$ cat src/hdl/display_pkg.sv
// screen geometry and camera codes for the three-camera overlay, imported by decode and execute
package display_pkg;

  // col and row counters from the VGA timing block
  localparam int SCR_W = 10;

  // one QQVGA window per camera
  localparam int IMG_COLS = 160;
  localparam int IMG_ROWS = 120;
  localparam int IMG_PXLS = IMG_COLS * IMG_ROWS;  // 19200

  // left window starts at column 0
  localparam int COL_CEN_MIN  = 192;  // 0xc0
  localparam int COL_RGHT_MIN = 384;  // 0x180

  // proximity bar sits right after each window
  localparam int BAR_COLS = 8;

  // centroid strip under the windows, 8 segments per window
  localparam int STRIP_ROWS = 8;
  localparam int SEG_COLS   = 20;

  // filter-colour boxes in the marker row
  localparam int BOX_ROW_MIN  = 128;
  localparam int BOX_ROWS     = 8;
  localparam int BOX_COLS     = 8;
  localparam int BOX_LEFT_MIN = 24;  // centre and right boxes start at their windows

  // camera index
  localparam logic [1:0] CAM_LEFT = 2'd0;
  localparam logic [1:0] CAM_CEN  = 2'd1;
  localparam logic [1:0] CAM_RGHT = 2'd2;

endpackage

$ cat src/hdl/pixel_pkg.sv
// pixel, frame-buffer word and address types shared by the execute and result stages
package pixel_pkg;

  import display_pkg::*;

  localparam int CH_W   = 4;   // bits per colour channel
  localparam int BUF_W  = 12;  // frame-buffer word
  localparam int ADDR_W = $clog2(IMG_PXLS);  // 15 bits for 19200 pixels

  typedef logic [CH_W-1:0] chan_t;

  // one buffer word, read as RGB 4:4:4 or as a gray nibble
  typedef union packed {
    struct packed {
      chan_t red;
      chan_t green;
      chan_t blue;
    } rgb;
    struct packed {
      logic [BUF_W-2*CH_W-1:0] spare;  // top nibble, ignored in gray
      chan_t                   gray;   // bits 7:4
      chan_t                   low;
    } mono;
  } frame_word_u;

  typedef logic [ADDR_W-1:0] frame_addr_t;

endpackage

$ cat src/hdl/region_decode.sv
// decode stage that maps col and row to the window, bar, strip and box areas of each camera
`timescale 1ns/1ps

module region_decode import display_pkg::*; (
  input  logic [SCR_W-1:0] col,
  input  logic [SCR_W-1:0] row,
  output logic             img_hit,
  output logic             bar_hit,
  output logic             strip_hit,
  output logic             box_hit,
  output logic             in_img_rows,
  output logic [1:0]       cam,
  output logic [2:0]       seg
);

  logic             win_l, win_c, win_r;
  logic             bar_l, bar_c, bar_r;
  logic             box_l, box_c, box_r;
  logic             strip_rows;
  logic             box_rows;
  logic [SCR_W-1:0] win_off;  // col relative to its window

  // row bands
  assign in_img_rows = row < IMG_ROWS;
  assign strip_rows  = (row >= IMG_ROWS) && (row < IMG_ROWS + STRIP_ROWS);
  assign box_rows    = (row >= BOX_ROW_MIN) && (row < BOX_ROW_MIN + BOX_ROWS);

  // column bands
  assign win_l = col < IMG_COLS;
  assign win_c = (col >= COL_CEN_MIN) && (col < COL_CEN_MIN + IMG_COLS);
  assign win_r = (col >= COL_RGHT_MIN) && (col < COL_RGHT_MIN + IMG_COLS);

  assign bar_l = (col >= IMG_COLS) && (col < IMG_COLS + BAR_COLS);
  assign bar_c = (col >= COL_CEN_MIN + IMG_COLS) &&
                 (col < COL_CEN_MIN + IMG_COLS + BAR_COLS);
  assign bar_r = (col >= COL_RGHT_MIN + IMG_COLS) &&
                 (col < COL_RGHT_MIN + IMG_COLS + BAR_COLS);

  assign box_l = (col >= BOX_LEFT_MIN) && (col < BOX_LEFT_MIN + BOX_COLS);
  assign box_c = (col >= COL_CEN_MIN) && (col < COL_CEN_MIN + BOX_COLS);
  assign box_r = (col >= COL_RGHT_MIN) && (col < COL_RGHT_MIN + BOX_COLS);

  assign img_hit   = in_img_rows && (win_l || win_c || win_r);
  assign bar_hit   = in_img_rows && (bar_l || bar_c || bar_r);
  assign strip_hit = strip_rows && (win_l || win_c || win_r);
  assign box_hit   = box_rows && (box_l || box_c || box_r);

  // boxes have their own column bands and everything else follows the window
  always_comb begin
    if (box_rows) begin
      if (box_c)
        cam = CAM_CEN;
      else if (box_r)
        cam = CAM_RGHT;
      else
        cam = CAM_LEFT;
    end
    else if (win_c || bar_c)
      cam = CAM_CEN;
    else if (win_r || bar_r)
      cam = CAM_RGHT;
    else
      cam = CAM_LEFT;  // also the idle value
  end

  always_comb begin
    if (win_c)
      win_off = SCR_W'(col - COL_CEN_MIN);
    else if (win_r)
      win_off = SCR_W'(col - COL_RGHT_MIN);
    else
      win_off = col;
  end

  assign seg = 3'(win_off / SEG_COLS);  // 0..7 inside a window

endmodule

$ cat src/hdl/frame_addr_gen.sv
// execute stage, one frame-buffer read address per camera stepped by the pixel strobe
`timescale 1ns/1ps

module frame_addr_gen import display_pkg::*, pixel_pkg::*; (
  input  logic        rst,
  input  logic        clk,
  input  logic        new_pxl,
  input  logic        img_hit,
  input  logic        in_img_rows,
  input  logic [1:0]  cam,
  output frame_addr_t frame_addr_l,
  output frame_addr_t frame_addr_c,
  output frame_addr_t frame_addr_r
);

  always_ff @(posedge rst or posedge clk) begin
    if (clk) begin
      frame_addr_l <= '0;
      frame_addr_c <= '0;
      frame_addr_r <= '0;
    end
    else if (!in_img_rows) begin
      // below the windows, rewind for the next frame
      frame_addr_l <= '0;
      frame_addr_c <= '0;
      frame_addr_r <= '0;
    end
    else if (img_hit && new_pxl) begin
      case (cam)
        CAM_LEFT: frame_addr_l <= frame_addr_l + 1'b1;
        CAM_CEN:  frame_addr_c <= frame_addr_c + 1'b1;
        CAM_RGHT: frame_addr_r <= frame_addr_r + 1'b1;
        default: ;  // no fourth camera
      endcase
    end
  end

  // a strobe inside a window must still find its counter inside the frame
  addr_in_frame: assert property (@(posedge rst) disable iff (clk)
    (in_img_rows && img_hit && new_pxl) |->
      (((cam == CAM_LEFT) ? frame_addr_l :
        (cam == CAM_CEN)  ? frame_addr_c : frame_addr_r) < frame_addr_t'(IMG_PXLS)))
    else $error("frame_addr_gen: camera %0d address past end of frame", cam);

endmodule

$ cat src/hdl/overlay_color.sv
// execute stage, lights proximity bar, centroid strip and filter box pixels in filter colour
`timescale 1ns/1ps

module overlay_color import display_pkg::*, pixel_pkg::*; (
  input  logic             bar_hit,
  input  logic             strip_hit,
  input  logic             box_hit,
  input  logic [1:0]       cam,
  input  logic [2:0]       seg,
  input  logic [SCR_W-1:0] row,
  input  logic [2:0]       rgbfilter_l,
  input  logic [2:0]       rgbfilter_c,
  input  logic [2:0]       rgbfilter_r,
  input  logic [2:0]       proximity_l,
  input  logic [2:0]       proximity_c,
  input  logic [2:0]       proximity_r,
  input  logic [7:0]       centroid_l,
  input  logic [7:0]       centroid_c,
  input  logic [7:0]       centroid_r,
  output logic             ovl_on,
  output chan_t            ovl_red,
  output chan_t            ovl_green,
  output chan_t            ovl_blue
);

  logic [2:0] filt;
  logic [2:0] prox;
  logic [2:0] prox_inv;
  logic [7:0] cent;
  logic       bar_lit;
  logic       strip_lit;

  // per camera inputs
  always_comb begin
    case (cam)
      CAM_LEFT: begin
        filt = rgbfilter_l;
        prox = proximity_l;
        cent = centroid_l;
      end
      CAM_CEN: begin
        filt = rgbfilter_c;
        prox = proximity_c;
        cent = centroid_c;
      end
      CAM_RGHT: begin
        filt = rgbfilter_r;
        prox = proximity_r;
        cent = centroid_r;
      end
      default: begin
        filt = '0;
        prox = '0;
        cent = '0;
      end
    endcase
  end

  // bar grows up from row 127 in steps of 16 rows
  // proximity 7 lights the whole bar, proximity 0 only rows 112..119
  assign prox_inv = ~prox;
  assign bar_lit  = prox_inv <= row[6:4];

  assign strip_lit = cent[seg];  // one centroid bit per 20-column segment

  assign ovl_on = (bar_hit && bar_lit) || (strip_hit && strip_lit) || box_hit;

  // filter bits are red, green, blue from high to low
  assign ovl_red   = {CH_W{filt[2]}};
  assign ovl_green = {CH_W{filt[1]}};
  assign ovl_blue  = {CH_W{filt[0]}};

endmodule

$ cat src/hdl/pixel_select.sv
// result stage, picks camera image, overlay or black and registers the VGA colour
`timescale 1ns/1ps

module pixel_select import display_pkg::*, pixel_pkg::*; (
  input  logic        rst,
  input  logic        clk,
  input  logic        visible,
  input  logic        img_hit,
  input  logic        rgbmode,
  input  logic        ovl_on,
  input  logic [1:0]  cam,
  input  frame_word_u frame_pixel_l,
  input  frame_word_u frame_pixel_c,
  input  frame_word_u frame_pixel_r,
  input  chan_t       ovl_red,
  input  chan_t       ovl_green,
  input  chan_t       ovl_blue,
  output chan_t       vga_red,
  output chan_t       vga_green,
  output chan_t       vga_blue
);

  frame_word_u word;
  chan_t       nxt_red;
  chan_t       nxt_green;
  chan_t       nxt_blue;

  always_comb begin
    case (cam)
      CAM_LEFT: word = frame_pixel_l;
      CAM_CEN:  word = frame_pixel_c;
      default:  word = frame_pixel_r;
    endcase
  end

  always_comb begin
    nxt_red   = '0;
    nxt_green = '0;
    nxt_blue  = '0;
    if (visible) begin
      if (img_hit) begin
        if (rgbmode) begin
          nxt_red   = word.rgb.red;
          nxt_green = word.rgb.green;
          nxt_blue  = word.rgb.blue;
        end
        else begin
          // gray from the middle nibble
          nxt_red   = word.mono.gray;
          nxt_green = word.mono.gray;
          nxt_blue  = word.mono.gray;
        end
      end
      else if (ovl_on) begin
        nxt_red   = ovl_red;
        nxt_green = ovl_green;
        nxt_blue  = ovl_blue;
      end
    end
  end

  always_ff @(posedge rst or posedge clk) begin
    if (clk) begin
      vga_red   <= '0;
      vga_green <= '0;
      vga_blue  <= '0;
    end
    else begin
      vga_red   <= nxt_red;
      vga_green <= nxt_green;
      vga_blue  <= nxt_blue;
    end
  end

  // blanking reaches the pins one cycle later
  blank_next_cycle: assert property (@(posedge rst) disable iff (clk)
    !visible |=> (vga_red == '0) && (vga_green == '0) && (vga_blue == '0))
    else $error("pixel_select: colour driven during blanking");

endmodule

$ cat src/hdl/vga_display.sv
// top level of the three-camera VGA overlay, connects decode, execute and result stages
`timescale 1ns/1ps

module vga_display import display_pkg::*, pixel_pkg::*; (
  input  logic             rst,  // clock
  input  logic             clk,  // async reset, active high
  input  logic             visible,
  input  logic             new_pxl,
  input  logic [SCR_W-1:0] col,
  input  logic [SCR_W-1:0] row,
  input  logic             rgbmode,
  input  logic [2:0]       rgbfilter_l,
  input  logic [2:0]       proximity_l,
  input  logic [7:0]       centroid_l,
  input  frame_word_u      frame_pixel_l,
  input  logic [2:0]       rgbfilter_c,
  input  logic [2:0]       proximity_c,
  input  logic [7:0]       centroid_c,
  input  frame_word_u      frame_pixel_c,
  input  logic [2:0]       rgbfilter_r,
  input  logic [2:0]       proximity_r,
  input  logic [7:0]       centroid_r,
  input  frame_word_u      frame_pixel_r,
  output frame_addr_t      frame_addr_l,
  output frame_addr_t      frame_addr_c,
  output frame_addr_t      frame_addr_r,
  output chan_t            vga_red,
  output chan_t            vga_green,
  output chan_t            vga_blue
);

  logic       img_hit, bar_hit, strip_hit, box_hit;
  logic       in_img_rows;
  logic [1:0] cam;
  logic [2:0] seg;
  logic       ovl_on;
  chan_t      ovl_red, ovl_green, ovl_blue;

  region_decode u_decode (
    .col, .row,
    .img_hit, .bar_hit, .strip_hit, .box_hit,
    .in_img_rows, .cam, .seg
  );

  frame_addr_gen u_addr (
    .rst, .clk, .new_pxl, .img_hit, .in_img_rows, .cam,
    .frame_addr_l, .frame_addr_c, .frame_addr_r
  );

  overlay_color u_overlay (
    .bar_hit, .strip_hit, .box_hit, .cam, .seg, .row,
    .rgbfilter_l, .rgbfilter_c, .rgbfilter_r,
    .proximity_l, .proximity_c, .proximity_r,
    .centroid_l, .centroid_c, .centroid_r,
    .ovl_on, .ovl_red, .ovl_green, .ovl_blue
  );

  pixel_select u_select (
    .rst, .clk, .visible, .img_hit, .rgbmode, .ovl_on, .cam,
    .frame_pixel_l, .frame_pixel_c, .frame_pixel_r,
    .ovl_red, .ovl_green, .ovl_blue,
    .vga_red, .vga_green, .vga_blue
  );

endmodule

$ cat config.mk
export PLATFORM = sky130hd
export DESIGN_NAME = vga_display
export DESIGN_NICKNAME = d
export VERILOG_FILES = /design/src/hdl/display_pkg.sv /design/src/hdl/pixel_pkg.sv /design/src/hdl/region_decode.sv /design/src/hdl/frame_addr_gen.sv /design/src/hdl/overlay_color.sv /design/src/hdl/pixel_select.sv /design/src/hdl/vga_display.sv
export SDC_FILE = /design/constraint.sdc
export NUM_CORES = 1
export LEC_CHECK = 0
export BUFFER_PORTS_ARGS = -buffer_cell sky130_fd_sc_hd__buf_4
export CAP_MARGIN = 0
export CELL_PAD_IN_SITES_DETAIL_PLACEMENT = 0
export CELL_PAD_IN_SITES_GLOBAL_PLACEMENT = 2
export CORE_ASPECT_RATIO = 0.8
export CORE_MARGIN = 1.5
export CORE_UTILIZATION = 30
export DETAILED_ROUTE_END_ITERATION = 10
export GPL_ROUTABILITY_DRIVEN = 1
export HOLD_SLACK_MARGIN = 0.03
export PLACE_DENSITY_LB_ADDON = 0.1
export SYNTH_ARGS = -nofsm -noshare
export SYNTH_HDL_FRONTEND = slang
export SYNTH_SLANG_ARGS = --single-unit
$ cat constraint.sdc
create_clock -name rst -period 2.1 [get_ports rst]
set_input_delay 0.42 -clock rst [delete_from_list [all_inputs] [get_ports rst]]
set_output_delay 0.42 -clock rst [all_outputs]
set_load 0.05 [all_outputs]
**Yosys cells after proc, flatten, opt, wreduce, memory -nomap -nowiden**

Index checks and enable logic that the tools add are counted.

- Register bits: 57
- Word-level logic and storage cells: 105
- Input port bits: 103
- Output and inout port bits: 57

- Eq/ne operators: 6
- Bitwise gates (word level): 1
- Mux-type cells: 33
- Divide/modulo/power cells: 1
- $lt $le $gt $ge: 22
- Reductions and logical operators: 31
- Add/sub/neg operators: 5

Operator list:

| operator | number |
|---|---|
| 2-to-1 mux 15 bit | 9 |
| < comparator 10 x 8 -> 1 bit, second input constant | 5 |
| adder 15 x 1 -> 15 bit, second input constant | 3 |
| 2-to-1 mux 4 bit | 11 |
| divider 10 x 5 -> 32 bit, second input constant | 1 |
| >= comparator 10 x 8 -> 1 bit, second input constant | 3 |
| < comparator 10 x 9 -> 1 bit, second input constant | 3 |
| one-hot mux 12 bit (2 select lines) | 1 |
| one-hot mux 8 bit (3 select lines) | 1 |
| >= comparator 10 x 9 -> 1 bit, second input constant | 2 |
| < comparator 10 bit, second input constant | 2 |
| 2-to-1 mux 10 bit | 2 |
| one-hot mux 3 bit (3 select lines) | 2 |
| logical AND 1 bit | 17 |
| >= comparator 10 bit, second input constant | 1 |
| >= comparator 10 x 5 -> 1 bit, second input constant | 1 |
| >= comparator 10 x 7 -> 1 bit, second input constant | 1 |
| logical OR 1 bit | 10 |
| < comparator 10 x 6 -> 1 bit, second input constant | 1 |
| < comparator 10 x 7 -> 1 bit, second input constant | 1 |
| 2-to-1 mux 2 bit | 5 |
| subtractor 10 x 8 -> 10 bit, second input constant | 1 |
| subtractor 10 x 9 -> 10 bit, second input constant | 1 |
| != test 2 bit, second input constant | 4 |
| 9 further kinds | 11 |

**Longest topological paths before layout**

Gate-level depths: netlist of run 1.

- Depth in word-level cells: 16
- Gate-level depth with buffers: 26
- Mapped depth without buffers: 23

**Cells and area by module**

From an unflattened synthesis of run 1, not the netlist that was laid out.

- Cells, all modules: 643
- Area total of the unflattened synthesis: 5378.9 um^2

By module, submodules not included:

| module | instances | seq. area each (um^2) | area an instance (um^2) | cells an instance |
|---|---|---|---|---|
| frame_addr_gen | 1 | 1126.1 | 2314.7 | 239 |
| region_decode | 1 | 0.0 | 1635.3 | 241 |
| pixel_select | 1 | 300.3 | 880.8 | 84 |
| overlay_color | 1 | 0.0 | 548.0 | 79 |

**Worst setup path after synthesis of run 1**

No wires, ideal clock.

- Kind: input to register
- Start point: input col[7]
- End point: register u_select.vga_green[0]
- Stages on the path: 25
- Arrival: 5622 ps
- Buffers on the path: 2
- Required time: 2004 ps
- Library setup time: 96 ps
- Slack: -3618 ps
- Cells stage by stage: clkbuf_1 -> inv_1 -> ha_1 -> and2_1 -> o31ai_1 -> o21a_1 -> nand3_2 -> o21ai_1 -> inv_1 -> ha_1 -> nand2b_1 -> a41oi_1 -> nand2_1 -> a211oi_2 -> o22ai_1 -> nor2_2 -> xnor2_1 -> mux2i_1 -> and4_1 -> a211o_1 -> a2111oi_4 -> mux2i_1 -> o221ai_2 -> buf_6 -> o31ai_1

- Word-level cells in the longest chain between the ends: 16
- Elaborated cells on any way between the ends: 63
- Classes of those cells: 2 x add/sub; 1 x div; 16 x order compare; 2 x eq/ne; 16 x mux; 1 x bitwise; 25 x reduce/logical

Ends and longest elaborated chain:

| item | RTL line | RTL |
|---|---|---|
| start, declared | vga_display.sv:9 | `input logic [SCR_W-1:0] col,` |
| branches (longest 14 deep; another with divider 10 x 5 -> 32 bit) | n/a |  |
| 2-to-1 mux 4 bit (*) | pixel_select.sv:41 | `if (img_hit) begin` |
| 2-to-1 mux 4 bit (*) | pixel_select.sv:40 | `if (visible) begin` |
| via u_select.nxt_green[0] | pixel_select.sv:25 | `chan_t nxt_green;` |
| end signal, assigned | pixel_select.sv:70 | `vga_green <= nxt_green;` |
| end, declared | pixel_select.sv:19 | `output chan_t vga_green,` |

Mark *: on every way through the listed nets, which the timed path passes. The select of a mux whose other input is x is not followed.
A chain may end at the register's enable or synchronous reset.

**Worst setup path in the final report of run 1**

- Start point: input col[7]
- End point: register u_select.vga_blue[1]

- Word-level cells in the longest chain between the ends: 16
- Elaborated cells on any way between the ends: 64
- Classes of those cells: 2 x add/sub; 1 x div; 16 x order compare; 2 x eq/ne; 17 x mux; 1 x bitwise; 25 x reduce/logical

Ends and longest elaborated chain:

| item | RTL line | RTL |
|---|---|---|
| branches (longest 14 deep; another with divider 10 x 5 -> 32 bit) | n/a |  |
| 2-to-1 mux 4 bit (*) | pixel_select.sv:41 |  |
| 2-to-1 mux 4 bit (*) | pixel_select.sv:40 |  |
| via u_select.nxt_blue[1] | pixel_select.sv:26 | `chan_t nxt_blue;` |
| end signal, assigned | pixel_select.sv:71 | `vga_blue <= nxt_blue;` |
| end, declared | pixel_select.sv:20 | `output chan_t vga_blue` |

Marked as above.

==> flow_summary.ini, run 1 <==
[drt]
drtAntennaViolNets = 0
drt_wl_total_um = 22550
vias_per_cell = 5.366
drtIter0Drc = 419
num_vias = 6638
dr.pass1.iters = 5
routedWlPerCell_um = 18.23
drcViolationCount = 0

[cts]
h-tree-depth = 3
clk_pin_slew_ps = 50
clkLatencyLatePin_ps = 330
cts.path.max_buffers = 2
root_buffer = clkbuf_16
numCtsBuffers = 9
cts_hold_buf = 0
tritoncts = yes
numClockSinks = 57

[timing]
max_slew_margin = 0.4276
setup_violations = 57
min_period_ps = 5216
worst_pin_slew_ps = 849.6
fin_ws_ps = -3116
hold_slack_ps = 148.0
totalNegativeSetupSlack_ps = -61240
rsz0062_at_grt = yes
clock.fmax_mhz = 191.7
clock_skew_ps = 7.054
hold_viol = 0
fin_crit_sh = 2.484
drv_slew = 0

[outcome]
violations = setup timing
outcome = finished with violations

[yosys]
synth_cells = 648
synth.net_count = 767
yosysUniqueCellTypes = 87
synth_area_um2 = 5286
synthArstFlopShare = 1.000
yosysWarnings = 0
ys.flop_type = dfrtp_1
syn_avg_cell_area_um2 = 8.158
ys_ff_latch = 57
synth-edff-count = 0
synth_seq_area_share = 0.2698

[power_and_ir_drop]
seqPwrFrac = 0.208
p_sw_mw = 1.878
powerDensity_nw_per_um2 = 561.3
p_comb_frac = 0.521
ir_worst_vdd_uv = 412.0
p_leak_nw = 4.128
p_sw_frac = 0.3520
p_clk_frac = 0.272
p_int_mw = 3.458
p_total_mw = 5.336

[critical_path]
start_kind = input port
crit_start = col[7]
path_buf_inv = 3
cpMostUsedCell = ha_4
critPathMaxStageDelay_ps = 360
crit_chain = buf_12 > ha_4 > or3_4 > a41o_1 > nand2_4 > nand3_4 > o21ai_4 > inv_2 > ha_4 > nand2b_4 > a41oi_4 > nand2_2 > a211oi_4 > o22a_2 > a41o_4 > a21oi_4 > o211ai_1 > and4_4 > nor3_4 > a2111oi_4 > buf_4 > mux2i_4 > o221ai_4 > o31ai_1
slowest_stage = a2111oi_4
regToRegStartpoint = u_addr.frame_addr_r[4]
endpoint_kind = flip-flop
critPathArrivalTime_ps = 5440
crit_family = compound AO/OA/AOI/OAI gates
path_max_fanout = 6
critical_path_required_ps = 2330
crit_type = input port to flip-flop

[global_routing]
antenna_found_initial = 0
grt_pass1_vias = 6399
met2_usage = 0.3898
busiest_layer = met2
track_usage = 0.2406
overflow = 0
use_met3 = 0.04457
grt_max_degree = 58
grt_pass1_wl_um = 34240
use_met1 = 0.3387

[finish]
antennaDiodeCount = 0
finish.utilization = 0.5505
final_cell_count_no_fill = 1237
finalInstanceArea_um2 = 9507
layout.nets = 1126
area_delta_synth_final_pct = 79.83
drive_gt1_frac = 0.5237

[floorplan]
die_w_um = 151.4
dieHeight_um = 121.7
dieArea_um2 = 18430
coreArea_um2 = 17270
ios = 160
rows = 43
start_util = 0.3061

[placed_design]
dp_hpwl_um = 17150
portBuffers = 156
pre_cts_ws_ps = -3975
place_area_um2 = 8312
place_congestion = 0.8839
numPlacedInstances = 1182

[hold_path]
hold_class = input port to asynchronous set/reset pin

[job]
maxCapViolCount = 0
[layer usage]
| metal | wire (µm) | part of all wire |
|---|---|---|
| met1 | 10620 | 0.47 |
| met2 | 10170 | 0.45 |
| met3 | 1586 | 0.070 |
| met4 | 168 | 0.0075 |
| met5 | 0 | 0 |
[registers in the layout, indices dropped and copies added (netlist names)]
register	flops
u_addr.frame_addr_l	15
u_addr.frame_addr_c	15
u_addr.frame_addr_r	15
u_select.vga_blue	4
u_select.vga_red	4
u_select.vga_green	4
[logic make-up (layout without fill, tap and decap cells)]
family                     after synthesis  in the layout  share of synthesized area
DFF                                     57             57                     0.2698
xor gates and xnor gates                38             38                    0.06438
and+or+nand+nor                        284            284                     0.2788
buffers and inverters                   48            411                    0.03882
muxes                                   12             12                    0.02320
AOI/OAI and AO/OA                      192            193                     0.2852
adders and majority gates               17             17                    0.03976
[power by group through the flow]
stage                     combinational (mW)  clock, mW  sequential [mW]
after floorplan                         1.15          0             1.14
after global placement                  2.17          0             1.13
after detailed placement                2.19          0             1.13
after CTS                               2.46       1.49             1.11
after global routing                    2.97       1.54             1.11
final                                   2.78       1.45             1.11
[cell usage after synthesis (4+ instances only)]
library cell | count | area [µm²]
nor2_1 | 94 | 352.8
dfrtp_1 | 57 | 1426
nand2_1 | 41 | 153.9
a21oi_1 | 32 | 160.2
nand3_1 | 28 | 140.1
xor2_1 | 27 | 236.5
o21ai_0 | 26 | 130.1
nor2b_1 | 21 | 131.4
clkbuf_1 | 19 | 71.32
nor3_1 | 18 | 90.09
nand4_1 | 17 | 106.4
ha_1 | 16 | 200.2
o31ai_1 | 16 | 120.1
or3_1 | 16 | 100.1
inv_1 | 15 | 56.30
mux2i_1 | 10 | 100.1
o2bb2ai_1 | 10 | 87.58
xnor2_1 | 10 | 87.58
a221oi_1 | 9 | 78.83
and3_1 | 9 | 56.30
o221ai_1 | 9 | 78.83
a221o_1 | 8 | 80.08
buf_2 | 8 | 40.04
a31oi_1 | 6 | 37.54
and2_1 | 6 | 37.54
nand2b_1 | 6 | 37.54
a21o_1 | 5 | 37.54
and4_1 | 5 | 43.79
o21ai_1 | 5 | 25.02
o32a_1 | 5 | 50.05
o211ai_1 | 4 | 30.03
o22a_1 | 4 | 35.03
[what timing repair did]
| item | CTS | global route |
|---|---|---|
| setup buffers | 28 | 11 |
| pin swaps | 40 | 35 |
| endpoints found under the setup margin | 57 | 57 |
| cloned | 1 | 0 |
| resized for setup | 63 | 59 |
[cells in the final DEF, fill, tap and decap left out, types with 17 or more instances in the layout]
cell     synthesis  routed
nor2b_1         21      18
nand4_1         17      17
nor2_1          94      84
buf_6            2      21
dfrtp_1         57      57
o21ai_0         26      24
a21oi_1         32      23
nand2_1         41      33
xor2_1          27      26
buf_4            0     349
nand3_1         28      20
[worst register-to-register path, cell delays in order, from the launching register on]
cell and delay (ps):
dfrtp_1 420, nand4_1 180, nor2_1 220, nand3_1 210, nor2_1 210, nand3_1 170
or3_1 390, a21oi_2 120
[area by class of cell]
cell class              count  area (µm²)
clock buffers              11       242.7
repair buffers            379        3027
fillers                  1572        7764
multi-input cells         544        4397
inverters                  16       77.57
well taps                 225       281.5
flip-flops and latches     57        1426
clock inverters             5       55.05
[final timing paths]
path | slack [ps] | endpoint | depth (start not counted)
setup / recovery | -3120 | u_select.vga_blue[1] | 24
hold / removal | 150 | u_addr.frame_addr_r[7] | 3
setup reg to reg | 110 | u_addr.frame_addr_r[13] | 7
hold reg to reg | 540 | u_addr.frame_addr_l[14] | 2
max in group asynchronous | 1690 | u_addr.frame_addr_l[12] | 3
min in group rst | 500 | u_select.vga_red[1] | 5
Note: power is estimated with default switching activity, not from simulation.
==> run 2, diff against run 1 <==
- CELL_PAD_IN_SITES_GLOBAL_PLACEMENT: 2 -> 1
- CORE_MARGIN: 1.5 -> default
==> run 2 against run 1 <==
The run ends with DRC, setup timing left. Clock power hardly changed. Clock skew increased by 0.74 ps. Cell count fell by 1.2%. Register-to-register slack better by 40 ps. Combinational power decreased by 7.6%. Count of clock-buffer cells in the layout down 2. Fmax rose by 1.6%. Flip-flop and latch count is the same. Non-clock buffer count decreased by 15. Sequential share of layout area up 0.25 points. First-iteration DRC count down 16%. Critical path type unchanged.
==> flow_summary.ini, run 2 (synthesized netlist as in run 1, its figures left out) <==
[cts]
root_buffer = clkbuf_16
clk_pin_slew_ps = 60
tritoncts = yes
cts.path.max_buffers = 2
h-tree-depth = 3
numCtsBuffers = 9
clkLatencyLatePin_ps = 340
numClockSinks = 57
cts_hold_buf = 0

[finish]
most-common-layout-cells = buf_4 (341), nor2_1 (84), dfrtp_1 (57), nand2_1 (35), a21oi_1 (27)
finalInstanceArea_um2 = 9350
drive_gt1_frac = 0.5095
fillers = 1614
layout.nets = 1111
multiInputGateArea_um2 = 4370
area_delta_synth_final_pct = 76.88
layout_commonest_cell = buf_4
final-seq-area_um2 = 1426
final_cell_count_no_fill = 1222
antennaDiodeCount = 0
reg_top3 = u_addr.frame_addr_c: 15 flops, u_addr.frame_addr_l: 15 flops, u_addr.frame_addr_r: 15 flops

[drt]
drtAntennaViolNets = 0
drtIter0Drc = 353
vias_per_cell = 5.347
num_vias = 6534
drt_wl_total_um = 22310
routedWlPerCell_um = 18.26
drcViolationCount = 1
dr.pass1.iters = 7

[global_routing]
grt_pass1_vias = 6295
grt_pass1_wl_um = 33490
grt_max_degree = 58
busiest_layer = met2
antenna_found_initial = 0
use_met3 = 0.04604
met2_usage = 0.3741
overflow = 0
use_met1 = 0.3359
track_usage = 0.2364

[critical_path]
r2r-end = u_addr.frame_addr_r[13]
cpMostUsedCell = ha_4
r2r_cells = 7
path_max_fanout = 7
crit_type = input port to flip-flop
critPathArrivalTime_ps = 5360
start_kind = input port
critical_path_required_ps = 2320
crit_chain = buf_12 > ha_4 > or3_4 > a41o_1 > nand2_4 > nand3_4 > o21ai_4 > inv_2 > ha_4 > nand2b_4 > o32a_1 > or4_4 > a32oi_4 > a41o_4 > a21oi_2 > o211ai_1 > and4_1 > nor3_4 > a2111oi_4 > buf_4 > mux2i_4 > o221ai_4 > o31ai_2
endpoint_kind = flip-flop
rrSetupSlack_ps = 150
slowest_stage = or4_4
critPathMaxStageDelay_ps = 440
regToRegStartpoint = u_addr.frame_addr_r[4]

[placed_design]
portBuffers = 156
place_area_um2 = 8232
pre_cts_ws_ps = -3546
dp_hpwl_um = 16990
place_congestion = 0.9059
numPlacedInstances = 1173

[floorplan]
coreArea_um2 = 17270
rows = 43
die_w_um = 150.4
dieArea_um2 = 18160
ios = 160
start_util = 0.3061
dieHeight_um = 120.7

[timing]
worst_pin_slew_ps = 720.9
totalNegativeSetupSlack_ps = -70260
fin_crit_sh = 2.445
clock.fmax_mhz = 194.8
rsz0062_at_grt = yes
max_slew_margin = 0.5143
drv_slew = 0
setup_violations = 57
min_period_ps = 5134
clock_skew_ps = 7.796
hold_slack_ps = 157.5
fin_ws_ps = -3034
hold_viol = 0

[hold_path]
hold_class = input port to asynchronous set/reset pin

[job]
maxCapViolCount = 0

[power_and_ir_drop]
ir_worst_vdd_uv = 372.0
p_leak_nw = 4.048
powerDensity_nw_per_um2 = 549.3

[outcome]
violations = DRC, setup timing
outcome = finished with violations
-- run 2: power breakdown --
| group | total (mW) | switching, mW | internal (mW) |
|---|---|---|---|
| logic | 2.57 | 1.31 | 1.25 |
| clock network | 1.46 | 0.547 | 0.916 |
| registers | 1.11 | 0.00300 | 1.10 |
| total | 5.14 | 1.86 | 3.27 |
-- run 2: timing repair --
action,4_1_cts,5_1_grt
buffers inserted,19,21
endpoints found under the setup margin,57,57
pin swaps,14,20
gates cloned,2,2
gates resized for setup,60,57
-- run 2: how the worst max path moves through the flow --
| stage | startpoint | end | depth (start not counted) |
|---|---|---|---|
| final | col[7] | u_select.vga_red[3] | 23 |
| after global placement | col[7] | u_select.vga_red[3] | 22 |
| after detailed placement | col[7] | u_select.vga_red[3] | 24 |
| after global routing | col[7] | u_select.vga_blue[1] | 25 |
| after CTS | col[7] | u_select.vga_green[2] | 23 |
| after floorplan | col[8] | u_select.vga_green[0] | 24 |
-- run 2: critical path, delay by kind of cell --
family / cells / cell delay, ps
muxes: 1 / 310
adders and majority gates: 2 / 390
buffers and inverters: 3 / 380
AOI/OAI and AO/OA: 10 / 2370
and+or+nand+nor: 7 / 1500
-- run 2: cell type report --
class                      instances  area share
timing repair buffer             364      0.3092
sequential                        57      0.1525
clock buffer                       9     0.02409
clock inverter                     7    0.007494
tap                              225     0.03011
multi-input combinational        544      0.4674
inverter                          16    0.009099
-- run 2: routing by layer --
| layer | vias up | wire (µm) |
|---|---|---|
| met5 | - | 0 |
| met4 | 0 | 179 |
| met3 | 19 | 1394 |
| met2 | 208 | 10120 |
| met1 | 3155 | 10620 |
| li1 | 3152 | - |
-- run 2: metrics by stage --
stage	util	total power, mW
after CTS	0.5221	4.909
after global placement	0.4766	3.286
after floorplan	-	2.295
after detailed placement	0.4766	3.298
final	0.5414	5.136
after global routing	0.5414	5.376
